## src/pcs_rx_pkg.sv

```systemverilog
// ==============================
// pcs receive shared types
// widths, block struct, register map
// ==============================
`default_nettype none

package pcs_rx_pkg;

    // a 64b/66b block is a 2-bit sync header followed by a 64-bit payload
    localparam int HEADER_W   = 2;
    localparam int PAYLOAD_W  = 64;
    localparam int BLOCK_W    = HEADER_W + PAYLOAD_W;
    // offset has to cover 0..65, so 7 bits
    localparam int OFFSET_W   = 7;
    localparam int REG_ADDR_W = 2;
    localparam int REG_DATA_W = 16;

    typedef logic [HEADER_W-1:0]   header_t;
    typedef logic [PAYLOAD_W-1:0]  payload_t;
    typedef logic [BLOCK_W-1:0]    raw_word_t;
    typedef logic [OFFSET_W-1:0]   slip_offset_t;
    typedef logic [REG_ADDR_W-1:0] reg_addr_t;
    typedef logic [REG_DATA_W-1:0] reg_data_t;

    // header sits above the payload, so header is bits [65:64] of the packed block
    typedef struct packed {
        header_t  header;
        payload_t payload;
    } block_t;

    // only these two sync headers are legal and 00 or 11 is a line error
    localparam header_t HDR_DATA = 2'b01;
    localparam header_t HDR_CTRL = 2'b10;

    // register map
    localparam reg_addr_t REG_CTRL        = 2'd0;
    localparam reg_addr_t REG_STATUS      = 2'd1;
    localparam reg_addr_t REG_SLIP_CNT    = 2'd2;
    localparam reg_addr_t REG_BAD_HDR_CNT = 2'd3;

endpackage

`default_nettype wire

```

## src/block_aligner.sv

```systemverilog
// ==============================
// block aligner
// cuts a 66-bit block out of two words
// ==============================
`timescale 1ns/1ns
`default_nettype none

module block_aligner (
    input  wire                       i_clk,
    input  wire                       i_reset,
    input  wire pcs_rx_pkg::raw_word_t i_word,
    input  wire                       i_word_valid,
    input  wire                       i_slip,
    output pcs_rx_pkg::block_t        o_block,
    output logic                      o_block_valid
);

    import pcs_rx_pkg::*;

    // bit 0 of a word is the first bit off the wire
    raw_word_t              prev_word;
    slip_offset_t           offset;
    logic [2*BLOCK_W-1:0]   word_pair;
    logic [2*BLOCK_W-1:0]   shifted;
    raw_word_t              window;

    // older word in the low half, so the pair reads in arrival order from bit 0 up
    assign word_pair = {i_word, prev_word};
    // window starts offset bits into the older word and runs into the newer one
    assign shifted = word_pair >> offset;
    assign window  = shifted[BLOCK_W-1:0];

    // this stands in for the bit slip a real serdes would do
    always_ff @(posedge i_clk) begin
        if (i_reset) begin
            offset <= '0;
        end else if (i_slip) begin
            // wraps after the last bit position of a block
            if (offset == slip_offset_t'(BLOCK_W - 1)) begin
                offset <= '0;
            end else begin
                offset <= offset + 1'b1;
            end
        end
    end

    always_ff @(posedge i_clk) begin
        if (i_reset) begin
            prev_word     <= '0;
            o_block_valid <= 1'b0;
        end else begin
            o_block_valid <= i_word_valid;
            if (i_word_valid) begin
                prev_word <= i_word;
            end
        end
    end

    // header bits arrive first, then the payload LSB first
    always_ff @(posedge i_clk) begin
        if (i_word_valid) begin
            o_block.header  <= window[HEADER_W-1:0];
            o_block.payload <= window[BLOCK_W-1:HEADER_W];
        end
    end

endmodule

`default_nettype wire

```

## src/descrambler.sv

```systemverilog
// ==============================
// payload descrambler
// self-synchronizing, 1 + x^39 + x^58
// ==============================
`timescale 1ns/1ns
`default_nettype none

module descrambler (
    input  wire                    i_clk,
    input  wire                    i_reset,
    input  wire pcs_rx_pkg::block_t i_block,
    input  wire                    i_valid,
    input  wire                    i_bypass,
    output pcs_rx_pkg::block_t     o_block,
    output logic                   o_valid
);

    import pcs_rx_pkg::*;

    localparam int HIST_W = 58;
    localparam int TAP_A  = 39;
    localparam int TAP_B  = 58;

    // history holds the last 58 scrambled bits, bit HIST_W-1 is the newest
    logic [HIST_W-1:0]           history;
    logic [HIST_W+PAYLOAD_W-1:0] stream;
    payload_t                    descrambled;

    // history below the payload gives one continuous bit stream in arrival order
    assign stream = {i_block.payload, history};

    // each bit is the received bit xor the received bits 39 and 58 before it
    always_comb begin
        for (int i = 0; i < PAYLOAD_W; i++) begin
            descrambled[i] = stream[HIST_W+i] ^ stream[HIST_W+i-TAP_A] ^ stream[HIST_W+i-TAP_B];
        end
    end

    always_ff @(posedge i_clk) begin
        if (i_reset) begin
            o_valid <= 1'b0;
        end else begin
            o_valid <= i_valid;
        end
    end

    // the history keeps running in bypass too, so leaving bypass needs no resync
    always_ff @(posedge i_clk) begin
        if (i_valid) begin
            history         <= stream[HIST_W+PAYLOAD_W-1:PAYLOAD_W];
            o_block.header  <= i_block.header;
            o_block.payload <= i_bypass ? i_block.payload : descrambled;
        end
    end

endmodule

`default_nettype wire

```

## src/lock_fsm.sv

```systemverilog
// ==============================
// block lock state machine
// clause 49 sync header lock and slip
// ==============================
`timescale 1ns/1ns
`default_nettype none

module lock_fsm #(
    parameter int GOOD_HDR_COUNT = 64,
    parameter int BAD_HDR_LIMIT  = 16
) (
    input  wire                     i_clk,
    input  wire                     i_reset,
    input  wire pcs_rx_pkg::header_t i_header,
    input  wire                     i_valid,
    output logic                    o_slip,
    output logic                    o_block_lock,
    output logic                    o_bad_hdr
);

    import pcs_rx_pkg::*;

    localparam int CNT_W = $clog2(GOOD_HDR_COUNT + 1);
    localparam int INV_W = $clog2(BAD_HDR_LIMIT + 1);

    typedef enum logic [2:0] {
        LOCK_INIT,
        RESET_CNT,
        TEST_SH,
        VALID_SH,
        INVALID_SH,
        GOOD_64,
        SLIP
    } lock_state_t;

    lock_state_t      state;
    lock_state_t      next_state;
    logic [CNT_W-1:0] sh_cnt;
    logic [CNT_W-1:0] sh_cnt_next;
    logic [INV_W-1:0] sh_invalid_cnt;
    logic [INV_W-1:0] sh_invalid_next;
    logic             sh_valid;
    logic             counting;
    logic             take;
    logic             window_done;
    logic             limit_hit;

    assign sh_valid = (i_header == HDR_DATA) || (i_header == HDR_CTRL);

    // headers are only judged in the four counting states and only on a strobe,
    // everything else holds so no header is lost while the input idles
    assign counting = (state == TEST_SH) || (state == VALID_SH) ||
                      (state == INVALID_SH) || (state == GOOD_64);
    assign take     = counting && i_valid;

    // counts as they would be after the header on the input is taken
    assign sh_cnt_next     = sh_cnt + 1'b1;
    assign sh_invalid_next = sh_invalid_cnt + INV_W'(!sh_valid);
    assign window_done     = (sh_cnt_next == CNT_W'(GOOD_HDR_COUNT));
    assign limit_hit       = (sh_invalid_next == INV_W'(BAD_HDR_LIMIT));

    // SLIP lasts one cycle, which makes this the slip pulse to the aligner
    assign o_slip = (state == SLIP);

    always_comb begin
        next_state = state;
        case (state)
            LOCK_INIT: begin
                next_state = RESET_CNT;
            end
            // the blocks seen in SLIP and RESET_CNT were cut at the old offset
            RESET_CNT: begin
                next_state = TEST_SH;
            end
            SLIP: begin
                next_state = RESET_CNT;
            end
            TEST_SH, VALID_SH, INVALID_SH, GOOD_64: begin
                if (take) begin
                    if (limit_hit) begin
                        next_state = SLIP;
                    end else if (window_done) begin
                        // a clean window locks, a window with a few bad headers just restarts
                        next_state = (sh_invalid_next == '0) ? GOOD_64 : TEST_SH;
                    end else begin
                        next_state = sh_valid ? VALID_SH : INVALID_SH;
                    end
                end
            end
            default: begin
                next_state = LOCK_INIT;
            end
        endcase
    end

    always_ff @(posedge i_clk) begin
        if (i_reset) begin
            state          <= LOCK_INIT;
            sh_cnt         <= '0;
            sh_invalid_cnt <= '0;
            o_block_lock   <= 1'b0;
            o_bad_hdr      <= 1'b0;
        end else begin
            state     <= next_state;
            o_bad_hdr <= take && !sh_valid;
            // counters restart at every window end and after every slip
            if (state == RESET_CNT) begin
                sh_cnt         <= '0;
                sh_invalid_cnt <= '0;
            end else if (take) begin
                if (window_done || limit_hit) begin
                    sh_cnt         <= '0;
                    sh_invalid_cnt <= '0;
                end else begin
                    sh_cnt         <= sh_cnt_next;
                    sh_invalid_cnt <= sh_invalid_next;
                end
            end
            // lock is set going into GOOD_64 and only a slip takes it away
            if (next_state == GOOD_64) begin
                o_block_lock <= 1'b1;
            end else if ((next_state == SLIP) || (next_state == LOCK_INIT)) begin
                o_block_lock <= 1'b0;
            end
        end
    end

endmodule

`default_nettype wire

```

## src/pcs_rx_regs.sv

```systemverilog
// ==============================
// pcs receive register block
// bypass control, lock and counters
// ==============================
`timescale 1ns/1ns
`default_nettype none

module pcs_rx_regs (
    input  wire                        i_clk,
    input  wire                        i_reset,
    input  wire                        i_reg_wr,
    input  wire                        i_reg_rd,
    input  wire pcs_rx_pkg::reg_addr_t  i_reg_addr,
    input  wire pcs_rx_pkg::reg_data_t  i_reg_wdata,
    output pcs_rx_pkg::reg_data_t      o_reg_rdata,
    input  wire                        i_block_lock,
    input  wire                        i_slip,
    input  wire                        i_bad_hdr,
    output logic                       o_bypass
);

    import pcs_rx_pkg::*;

    reg_data_t slip_cnt;
    reg_data_t bad_hdr_cnt;
    reg_data_t rd_mux;

    // only bit 0 of REG_CTRL is implemented, the rest reads back as zero
    always_ff @(posedge i_clk) begin
        if (i_reset) begin
            o_bypass <= 1'b0;
        end else if (i_reg_wr && (i_reg_addr == REG_CTRL)) begin
            o_bypass <= i_reg_wdata[0];
        end
    end

    // both counters stick at all ones instead of wrapping
    always_ff @(posedge i_clk) begin
        if (i_reset) begin
            slip_cnt    <= '0;
            bad_hdr_cnt <= '0;
        end else begin
            if (i_slip && (slip_cnt != '1)) begin
                slip_cnt <= slip_cnt + 1'b1;
            end
            if (i_bad_hdr && (bad_hdr_cnt != '1)) begin
                bad_hdr_cnt <= bad_hdr_cnt + 1'b1;
            end
        end
    end

    always_comb begin
        rd_mux = '0;
        case (i_reg_addr)
            REG_CTRL:        rd_mux[0] = o_bypass;
            REG_STATUS:      rd_mux[0] = i_block_lock;
            REG_SLIP_CNT:    rd_mux    = slip_cnt;
            REG_BAD_HDR_CNT: rd_mux    = bad_hdr_cnt;
            default:         rd_mux    = '0;
        endcase
    end

    // read data lands one cycle after the strobe and holds until the next read
    always_ff @(posedge i_clk) begin
        if (i_reset) begin
            o_reg_rdata <= '0;
        end else if (i_reg_rd) begin
            o_reg_rdata <= rd_mux;
        end
    end

endmodule

`default_nettype wire

```

## src/pcs_rx_top.sv

```systemverilog
// ==============================
// 10GBASE-R receive pcs front end
// ==============================
`timescale 1ns/1ns
`default_nettype none

module pcs_rx_top #(
    parameter int GOOD_HDR_COUNT = 64,
    parameter int BAD_HDR_LIMIT  = 16
) (
    input  wire                        i_clk,
    input  wire                        i_reset,
    input  wire pcs_rx_pkg::raw_word_t  i_word,
    input  wire                        i_word_valid,
    output pcs_rx_pkg::block_t         o_block,
    output logic                       o_block_valid,
    output logic                       o_block_lock,
    input  wire                        i_reg_wr,
    input  wire                        i_reg_rd,
    input  wire pcs_rx_pkg::reg_addr_t  i_reg_addr,
    input  wire pcs_rx_pkg::reg_data_t  i_reg_wdata,
    output pcs_rx_pkg::reg_data_t      o_reg_rdata
);

    import pcs_rx_pkg::*;

    // aligned blocks, one cycle behind the input words
    block_t aligned_block;
    logic   aligned_valid;
    logic   slip;
    logic   bad_hdr;
    logic   bypass;

    block_aligner u_aligner (
        .i_clk         (i_clk),
        .i_reset       (i_reset),
        .i_word        (i_word),
        .i_word_valid  (i_word_valid),
        .i_slip        (slip),
        .o_block       (aligned_block),
        .o_block_valid (aligned_valid)
    );

    // only the sync header matters for lock
    lock_fsm #(
        .GOOD_HDR_COUNT (GOOD_HDR_COUNT),
        .BAD_HDR_LIMIT  (BAD_HDR_LIMIT)
    ) u_lock (
        .i_clk        (i_clk),
        .i_reset      (i_reset),
        .i_header     (aligned_block.header),
        .i_valid      (aligned_valid),
        .o_slip       (slip),
        .o_block_lock (o_block_lock),
        .o_bad_hdr    (bad_hdr)
    );

    // second pipeline stage, so output valid trails i_word_valid by two cycles
    descrambler u_descrambler (
        .i_clk    (i_clk),
        .i_reset  (i_reset),
        .i_block  (aligned_block),
        .i_valid  (aligned_valid),
        .i_bypass (bypass),
        .o_block  (o_block),
        .o_valid  (o_block_valid)
    );

    pcs_rx_regs u_regs (
        .i_clk        (i_clk),
        .i_reset      (i_reset),
        .i_reg_wr     (i_reg_wr),
        .i_reg_rd     (i_reg_rd),
        .i_reg_addr   (i_reg_addr),
        .i_reg_wdata  (i_reg_wdata),
        .o_reg_rdata  (o_reg_rdata),
        .i_block_lock (o_block_lock),
        .i_slip       (slip),
        .i_bad_hdr    (bad_hdr),
        .o_bypass     (bypass)
    );

endmodule

`default_nettype wire

```

## config.mk

```make
export PLATFORM = sky130hd
export DESIGN_NAME = pcs_rx_top
export DESIGN_NICKNAME = d
export VERILOG_FILES = /design/src/pcs_rx_pkg.sv /design/src/block_aligner.sv /design/src/descrambler.sv /design/src/lock_fsm.sv /design/src/pcs_rx_regs.sv /design/src/pcs_rx_top.sv
export SDC_FILE = /design/constraint.sdc
export NUM_CORES = 1
export LEC_CHECK = 0
export BUFFER_PORTS_ARGS = -buffer_cell sky130_fd_sc_hd__buf_2
export CAP_MARGIN = 20
export CORE_MARGIN = 2
export CORE_UTILIZATION = 45
export CTS_BUF_LIST = sky130_fd_sc_hd__clkbuf_4 sky130_fd_sc_hd__clkbuf_8
export DETAILED_ROUTE_END_ITERATION = 7
export GPL_TIMING_DRIVEN = 0
export SYNTH_ARGS = -nofsm -noshare
export SYNTH_HDL_FRONTEND = slang
export SYNTH_SLANG_ARGS = --single-unit
```

## constraint.sdc

```tcl
create_clock -name i_clk -period 7 [get_ports i_clk]
set_input_delay 0.35 -clock i_clk [delete_from_list [all_inputs] [get_ports i_clk]]
set_output_delay 0.35 -clock i_clk [all_outputs]
set_load 0.02 [all_outputs]
```

# After elaboration in Yosys (flattened, before gate mapping)
# Cells that the tools add are included.
[totals]
regBits = 331
inputBits = 89
out_inout_bits = 84
wordCells = 204
[op_classes]
addsub = 5
n_eq_ne = 18
shift = 1
mux = 14
n_bitwise = 128
reduce_logical = 20
[ops]
columns = ["op", "count"]
rows = [
  ["right shift 132 x 7 -> 66 bit", 1],
  ["bitwise XOR 1 bit", 128],
  ["2-to-1 mux 64 bit", 1],
  ["adder 16 x 1 -> 16 bit (second input constant)", 2],
  ["inequality test 16 bit (second input constant)", 2],
  ["case mux 15 bit (2 select lines)", 1],
  ["== test 3 bit (second input constant)", 5],
  ["2-to-1 mux 3 bit", 5],
  ["adder 7 x 1 -> 7 bit (second input constant)", 2],
  ["== test 7 bit (second input constant)", 2],
  ["2-to-1 mux 7 bit", 2],
  ["case mux 3 bit (3 select lines)", 1],
  ["== test 2 bit (second input constant)", 3],
  ["== test 3 x 2 -> 1 bit (second input constant)", 2],
  ["logical NOT 3 bit", 2],
  ["logical OR 1 bit", 6],
  ["adder 5 x 1 -> 5 bit", 1],
  ["== test 5 bit (second input constant)", 1],
  ["logical AND 1 bit", 5],
  ["logical NOT 5 bit", 1],
  ["2-to-1 mux 5 bit", 1],
  ["== test 2 x 1 -> 1 bit (second input constant)", 2],
  ["case mux 1 bit (4 select lines)", 1],
  ["OR reduction 2 bit", 2],
  ["6 further kinds", 7],
]

# Depth between registers and ports, before layout
# Gate-level depths: netlist of the first run.
[logic_depth]
ltp_word = 14
ltp_mapped = 11
mapped_depth_nobuf = 9

# Modules after synthesis
# From an unflattened synthesis of the first run, not the netlist that was laid out.
[hier_totals]
hier_cells = 2410
hier_area_um2 = 24197.0
[modules_own_cells]
columns = ["mod", "n_inst", "cells_per_inst", "area_per_inst_um2", "seq_area_each_um2"]
rows = [
  ["block_aligner", 1, 1660, 15045.7, 3463.3],
  ["descrambler", 1, 325, 5527.8, 3743.6],
  ["pcs_rx_regs", 1, 295, 2529.9, 980.9],
  ["lock_fsm", 1, 130, 1093.5, 340.3],
]

# Worst setup path before layout of the first run
# Ideal clock, no wire load.
[synth_path]
kind = "flip-flop to flip-flop"
start = "register u_aligner.o_block_valid"
end = "register u_lock.sh_invalid_cnt[3]"
setup_time_ns = 0.091
arrival_ns = 5.243
required_time_ns = 6.909
setup_slack_ns = 1.666
stages_incl_launch_ff = 7
n_path_buf = 1
period_less_slack_ns = 5.334
cell_sequence = "dfxtp_1 -> nand2_1 -> a31oi_1 -> and2_1 -> buf_2 -> a41oi_1 -> a311oi_1"
[synth_between]
elab_chain_len = 1
[synth_lines]
columns = ["element", "line_no", "rtl"]
rows = [
  ["from (decl)", "block_aligner.sv:15", "output logic o_block_valid"],
  ["from (signal assigned)", "block_aligner.sv:52", "o_block_valid <= i_word_valid;"],
  ["logical AND 1 bit", "lock_fsm.sv:54", "assign take = counting && i_valid;"],
  ["to (signal assigned)", "lock_fsm.sv:116", "sh_invalid_cnt <= sh_invalid_next;"],
  ["to (decl)", "lock_fsm.sv:40", "logic [INV_W-1:0] sh_invalid_cnt;"],
]
# No other way between the ends.
# A chain may end at the register's enable or synchronous reset.

# Worst setup path after layout of the first run
[layout_path]
start = "register u_aligner.offset[2]"
end = "register u_aligner.o_block[57] (netlist bit), data pin"
[layout_between]
elab_chain_len = 1
[layout_lines]
columns = ["element", "line_no", "rtl"]
rows = [
  ["from (decl)", "block_aligner.sv:22", "slip_offset_t offset;"],
  ["from (signal assigned)", "block_aligner.sv:42", "offset <= offset + 1'b1;"],
  ["right shift 132 x 7 -> 66 bit", "block_aligner.sv:30", "assign shifted = word_pair >> offset;"],
  ["via u_aligner.shifted[59]", "block_aligner.sv:24", "logic [2*BLOCK_W-1:0] shifted;"],
  ["to (decl)", "block_aligner.sv:14", "output pcs_rx_pkg::block_t o_block,"],
]
# The timed path passes the listed nets, and every way through them passes these cells.

==> impl_metrics.env, run 1 <==
export IMPL_grt_usage_pct=36.8
export IMPL_cts_root_buf="clkbuf_8"
export IMPL_ys_flop_type="edfxtp_1"
export IMPL_regToRegEndpoint="u_aligner.o_block[57]$_DFFE_PP_"
export IMPL_cts_tree="done"
export IMPL_vias=19300
export IMPL_outcome="completed"
export IMPL_cellPowerDensity_nw_per_um2=195
export IMPL_avgSynthCellArea_um2=11.0
export IMPL_die_x_um=226
export IMPL_yosysTopAreaCellShare_pct=25.6
export IMPL_ys_ff_latch=331
export IMPL_hp_start="i_word[26]"
export IMPL_setup_violations=0
export IMPL_relSlewSlack_pct=18.0
export IMPL_reg2reg_depth=10
export IMPL_crit_fanout=10
export IMPL_dp_final_hpwl_mm=75.1
export IMPL_place_worst_setup_slack_ns=2.78
export IMPL_routedWlPerCell_um=31.8
export IMPL_globalplace_congestion=1.02
export IMPL_stdcell_area_um2=25300
export IMPL_cap_violations=0
export IMPL_clock_fmax_mhz=225
export IMPL_rsz0062_at_grt="no"
export IMPL_synth_cells=2016
export IMPL_cts_max_path_buffers=3
export IMPL_layout_setup_ws_ns=2.56
export IMPL_grt_max_degree=78
export IMPL_num_nets_final=2348
export IMPL_synth_area_um2=22300
export IMPL_portBuffers=155
export IMPL_initial_core_util_pct=45.6
export IMPL_cts_buffers=55
export IMPL_synth_top_area_cell="edfxtp_1"
export IMPL_synthToLayoutAreaGrowth_pct=13.8
export IMPL_layout_cells_non_filler=2963
export IMPL_yosysSeqAreaShare_pct=38.3
export IMPL_cts_setup_buffers=0
export IMPL_r2r_start="u_aligner.offset[2]$_SDFFE_PP0P_"
export IMPL_synth_distinct_cells=73
export IMPL_firstDrtPassIters=5
export IMPL_synth_area_leaders="edfxtp_1, mux4_2, dfxtp_1, mux2i_1, mux2_2"
export IMPL_num_rows=81
export IMPL_synthesis_nets=2113
export IMPL_grt_pass1_vias=18500
export IMPL_chipHeight_um=226
export IMPL_clk_pin_slew_worst_paths_ns=0.07
export IMPL_clk_latency_ns=0.68
export IMPL_io_pins=173
export IMPL_cts_resized_gates=0
export IMPL_dp_cells=2838
export IMPL_timing_final_crit_share_pct=63.5
export IMPL_via_per_inst=6.50
export IMPL_ant_nets=0
export IMPL_worstPathArrival_ns=4.81
export IMPL_slew_viol_final=0
export IMPL_ys_warn_count=0
export IMPL_core_um2=48800
export IMPL_end_kind="flip-flop"
export IMPL_dr_first_iter_drc_count=2088
export IMPL_die_area_um2=51300
export IMPL_cp_required_ns=7.36
export IMPL_min_period_ns=4.44
export IMPL_tightest_slew_ns=1.23
export IMPL_post_dp_cell_area_um2=23900
export IMPL_grt_overflow_total=0
export IMPL_total_power_mw=4.94
export IMPL_numClockSinks=331
export IMPL_holdPathStages=3
export IMPL_async_reset_ff_share_pct=0
export IMPL_hold_end="u_aligner.prev_word[26]$_SDFFE_PP0P_"
export IMPL_hp_class="in2reg"
export IMPL_start_kind="flip-flop"
export IMPL_antenna_found_initial=3
export IMPL_critical_path_class="reg2reg"
export IMPL_skew_ns=0.0336
export IMPL_cellLeakagePower_nw=9.70
export IMPL_drive_gt1_share_pct=25.3
export IMPL_synth_edf_count=190
export IMPL_finalHoldViolations=0
export IMPL_ir_drop_v=0.000165
export IMPL_rrSetupSlack_ns=2.56
export IMPL_grt_pass1_wl_mm=134
export IMPL_drc_errors=0
export IMPL_drt_wl_total_mm=94.3
export IMPL_htreeDepth=2
export IMPL_hold_buffers=19
## cells by family (layout without fill, tap and decap cells)
family	count (synthesis)	in the layout	synth area share, %
other	0	1	0
adder cells (fa/ha/maj)	8	8	0.450
multiplexers	462	462	30.7
XOR/XNOR	158	158	6.21
AO/OA/AOI/OAI	340	340	10.3
AND/OR/NAND/NOR	556	556	10.8
flip-flops	331	331	38.3
buffers and inverters	161	443	3.25
## layout by cell type (no fill, tap or decap), types with 58 or more instances in the layout
cell type and count:
nor2_1 289, edfxtp_1 190, buf_2 188, mux2i_1 180
mux4_2 165, dfxtp_1 140, nand2_1 129, mux2_2 100
xnor2_1 79, xor2_1 79, clkbuf_1 78, o22ai_1 70
a21oi_1 67, clkbuf_8 58
## report_power, final
part	total, mW	leakage, nW	internal (mW)	switching [mW]
clock	1.84	0.624	1.03	0.813
combinational	0.815	6.08	0.314	0.501
sequential	2.28	3.00	2.19	0.0972
total	4.94	9.70	3.53	1.41
## worst max-delay path, stage by stage (launching register included)
cell and delay, ns:
dfxtp_1 0.30, clkbuf_1 0.23, inv_1 0.12, clkbuf_1 0.53, buf_2 0.49, buf_2 0.38, clkbuf_1 0.81, nor2_1 0.13
nor3_1 0.59, o21ai_0 0.19, o221ai_1 0.33
## metrics by stage
stage / utilization [%] / setup TNS (ns) / hold slack (ns)
3_3_place_gp: 48.9 / -2.47 / 0.448
6_report: 51.9 / 0 / 0.0256
4_1_cts: 51.8 / 0 / 0.00296
5_1_grt: 51.9 / 0 / 0.0228
2_1_floorplan: - / 0 / 0.436
3_5_place_dp: 49.0 / 0 / 0.456
## flip-flops by register name, indices dropped and copies added (netlist names)
| name | flops |
|---|---|
| u_regs.o_reg_rdata | 16 |
| u_descrambler.o_valid | 1 |
| u_regs.o_bypass | 1 |
| u_aligner.o_block | 66 |
| u_aligner.prev_word | 66 |
| u_lock.sh_cnt | 7 |
| u_lock.o_bad_hdr | 1 |
| u_lock.sh_invalid_cnt | 5 |
| u_regs.slip_cnt | 16 |
| u_lock.state | 3 |
| u_regs.bad_hdr_cnt | 16 |
| u_lock.o_block_lock | 1 |
| u_aligner.o_block_valid | 1 |
| u_aligner.offset | 7 |
| u_descrambler.history | 58 |
| u_descrambler.o_block | 66 |
## cells in the mapped netlist, drive strengths merged, types with 5 or more instances
cell type and n:
o22a 9, edfxtp 190, o211ai 21, nor3b 8, o221ai 15, a221oi 6, nor3 19, ha 8
nand2 129, o22ai 70, mux4 165, o21a 5, clkbuf 78, a22o 5, o21ai 55, nand3 29
a2bb2oi 5, mux2i 180, nor2 289, dfxtp 141, and3 6, a31oi 11, a221o 11, a211o 7
mux2 117, or2 7, inv 13, or3 21, a211oi 7, nand4 13, xnor2 79, nor2b 19
buf 69, a22oi 12, o2111ai 6, xor2 79, a21oi 67
## how the worst max path moves through the flow
stage,startpoint,to,slack [ns],cells past startpoint
after global placement,u_aligner.o_block_valid$_SDFF_PP0_,u_lock.sh_invalid_cnt[3]$_SDFFE_PP0N_,-0.42,6
after detailed placement,u_aligner.offset[2]$_SDFFE_PP0P_,u_aligner.o_block[57]$_DFFE_PP_,2.78,10
final,u_aligner.offset[2]$_SDFFE_PP0P_,u_aligner.o_block[57]$_DFFE_PP_,2.56,10
after global routing,u_aligner.offset[2]$_SDFFE_PP0P_,u_aligner.o_block[57]$_DFFE_PP_,2.63,10
after floorplan,u_aligner.o_block_valid$_SDFF_PP0_,u_lock.sh_invalid_cnt[3]$_SDFFE_PP0N_,1.67,6
after CTS,u_aligner.offset[2]$_SDFFE_PP0P_,u_aligner.o_block[57]$_DFFE_PP_,2.76,10
## per-layer routing
metal	up-vias	track usage [%]	routed length, um
li1	8181	-	-
met1	9558	47.2	37300
met2	1202	57.8	42500
met3	328	8.55	8320
met4	4	19.6	6190
met5	-	0	30
## area by class of cell
cell class	count	area, um^2
fillers	4448	23500
multi-input cells	1524	13000
flip-flops and latches	331	8530
repair buffers	178	1040
clock buffers	78	948
well taps	664	831
plain buffers	147	672
clock inverters	26	238
inverters	14	52.6
diodes	1	2.50
Note: power is estimated with default switching activity, not from simulation.
==> run 2: changes to the inputs <==
--- a/config.mk
+++ b/config.mk
@@ -12,6 +12,7 @@
 export CTS_BUF_LIST = sky130_fd_sc_hd__clkbuf_4 sky130_fd_sc_hd__clkbuf_8
 export DETAILED_ROUTE_END_ITERATION = 7
 export GPL_TIMING_DRIVEN = 0
+export PLACE_DENSITY = 0.65
 export SYNTH_ARGS = -nofsm -noshare
 export SYNTH_HDL_FRONTEND = slang
 export SYNTH_SLANG_ARGS = --single-unit
==> constraint.sdc (replaced) <==
create_clock -name i_clk -period 3.68 [get_ports i_clk]
set_input_delay 0.184 -clock i_clk [delete_from_list [all_inputs] [get_ports i_clk]]
set_output_delay 0.184 -clock i_clk [all_outputs]
set_load 0.02 [all_outputs]
==> run 2 against run 1 <==
The run now ends with negative setup slack left. Sequential share of layout area is 0.71 points lower. Maximum frequency is 20% higher. Final cell count is 1.7% higher. Largest cell class unchanged.
==> impl_metrics.env, run 2 (synthesis results as in run 1) <==
export IMPL_outcome="finished with violations"
export IMPL_violations="negative setup slack"
export IMPL_end_kind="flip-flop"
export IMPL_finalHoldViolations=0
export IMPL_cp_required_ns=4.06
export IMPL_drt_wl_total_mm=92.7
export IMPL_drc_errors=0
export IMPL_drive_gt1_share_pct=25.6
export IMPL_rsz0062_at_grt="no"
export IMPL_firstDrtPassIters=6
export IMPL_skew_ns=0.0408
export IMPL_io_pins=173
export IMPL_setup_violations=2
export IMPL_layout_common_cells="nor2_1, edfxtp_1, buf_2"
export IMPL_grt_busiest_layer="met2"
export IMPL_num_rows=81
export IMPL_die_area_um2=51300
export IMPL_via_per_inst=6.58
export IMPL_grt_max_degree=72
export IMPL_globalplace_congestion=1.02
export IMPL_num_nets_final=2399
export IMPL_stdcell_area_um2=25900
export IMPL_dp_cells=2838
export IMPL_cp_slowest_cell="clkbuf_1"
export IMPL_layout_setup_ws_ns=-0.0121
export IMPL_grt_usage_pct=36.2
export IMPL_use_met2_pct=56.9
export IMPL_cts_root_buf="clkbuf_8"
export IMPL_clk_pin_slew_worst_paths_ns=0.06
export IMPL_clk_latency_ns=0.67
export IMPL_tightest_slew_ns=1.17
export IMPL_clock_fmax_mhz=271
export IMPL_cts_max_path_buffers=3
export IMPL_antenna_found_initial=1
export IMPL_ir_drop_v=0.000319
export IMPL_cts_buffers=56
export IMPL_min_period_ns=3.69
export IMPL_portBuffers=155
export IMPL_layout_commonest_cell="nor2_1"
export IMPL_htreeDepth=2
export IMPL_cts_tree="done"
export IMPL_cts_setup_buffers=0
export IMPL_synthToLayoutAreaGrowth_pct=16.2
export IMPL_critical_path_class="reg2reg"
export IMPL_grt_pass1_wl_mm=133
export IMPL_crit_fanout=10
export IMPL_path_cells="clkinv_1 > buf_1 > clkbuf_1 > nand2_1 > clkbuf_1 > o211ai_1 > o21ba_1"
export IMPL_core_um2=48800
export IMPL_worstPathArrival_ns=4.07
export IMPL_crit_path_frequent_cell="clkbuf_1"
export IMPL_die_x_um=226
export IMPL_ant_nets=0
export IMPL_met1_usage_pct=46.2
export IMPL_grt_pass1_vias=18700
export IMPL_chipHeight_um=226
export IMPL_numClockSinks=331
export IMPL_slowest_delay_ns=0.80
export IMPL_cellPowerDensity_nw_per_um2=360
export IMPL_cap_violations=0
export IMPL_cellLeakagePower_nw=9.91
export IMPL_largestRegisters="u_aligner.o_block x66, u_aligner.prev_word x66, u_descrambler.o_block x66"
export IMPL_grtUsageMet3_pct=8.64
export IMPL_layout_cells_non_filler=3013
export IMPL_crit_family="buffers and inverters"
export IMPL_n_fill_cell=4312
export IMPL_dp_final_hpwl_mm=72.9
export IMPL_hp_class="in2reg"
export IMPL_post_dp_cell_area_um2=23900
export IMPL_relSlewSlack_pct=21.8
export IMPL_timing_final_crit_share_pct=100
export IMPL_cp_num_buf_inv=4
export IMPL_start_kind="flip-flop"
export IMPL_initial_core_util_pct=45.6
export IMPL_dr_first_iter_drc_count=2471
export IMPL_routedWlPerCell_um=30.8
export IMPL_grt_overflow_total=0
export IMPL_vias=19800
export IMPL_slew_viol_final=0
==> run 2: cell count changes in the layout (fill, tap and decap cells not counted), sizes merged <==
cell,change
dlygate4sd3,+52
clkinv,+1
buf,-5
inv,-1
bufinv,-3
clkbuf,+6
==> run 2: layout make-up <==
type | count | area [um^2] | share of cell area (%)
multi-input cells | 1524 | 13100 | 50.5
flip-flops and latches | 331 | 8530 | 33.0
repair buffers | 229 | 1550 | 5.97
clock buffers | 81 | 1010 | 3.90
well taps | 664 | 831 | 3.21
plain buffers | 146 | 688 | 2.66
clock inverters | 23 | 155 | 0.599
inverters | 14 | 52.6 | 0.203
diodes | 1 | 2.50 | 0.00967
==> run 2: final timing paths <==
check                                        start                                    end  slack, ns  cells past startpoint
max               u_aligner.offset[6]$_SDFFE_PP0P_        u_aligner.o_block[22]$_DFFE_PP_      -0.01                      7
min                                   i_word_valid        u_aligner.o_block[37]$_DFFE_PP_       0.10                      1
max reg2reg       u_aligner.offset[6]$_SDFFE_PP0P_        u_aligner.o_block[22]$_DFFE_PP_      -0.01                      7
min reg2reg  u_lock.sh_invalid_cnt[0]$_SDFFE_PP0N_  u_lock.sh_invalid_cnt[0]$_SDFFE_PP0N_       0.46                      2
==> run 2: what timing repair did <==
item,4_1_cts,5_1_grt
endpoints found under the setup margin,25,22
resized for setup,12,13
pin swaps,0,0
hold buffers,71,0
hold endpoints to repair,74,0
==> run 2: worst reg2reg max path, delay by kind of cell, from the launching register on <==
family / cells / cell delay, ns
flip-flops: 1 / 0.38
AND/OR/NAND/NOR: 1 / 0.54
buffers and inverters: 4 / 2.05
AO/OA/AOI/OAI: 2 / 0.46
==> run 2: report_power, final <==
part / internal, mW / switching (mW)
Clock: 1.85 / 1.53
Sequential: 4.16 / 0.197
Combinational: 0.634 / 0.949
==> run 2: through the flow <==
| step | total power [mW] | hold slack, ns | worst slack [ns] | setup TNS (ns) | utilization [%] |
|---|---|---|---|---|---|
| after floorplan | 5.26 | 0.296 | 0.0249 | 0 | - |
| after global placement | 5.88 | 0.449 | -1.17 | -17.57 | 48.9 |
| after detailed placement | 5.89 | 0.456 | -0.454 | -3.30 | 49.0 |
| after CTS | 9.33 | 0.0602 | 0.0253 | 0 | 52.9 |
| after global routing | 9.64 | 0.103 | 0.00511 | 0 | 53.0 |
| final | 9.31 | 0.102 | -0.0121 | -0.0231 | 53.0 |
==> run 2: metal layers <==
layer | part of all wire [%] | vias to the layer above
met5 | 0 | -
met4 | 6.7 | 0
met3 | 10 | 392
met2 | 45 | 1467
met1 | 38 | 9677
li1 | - | 8284
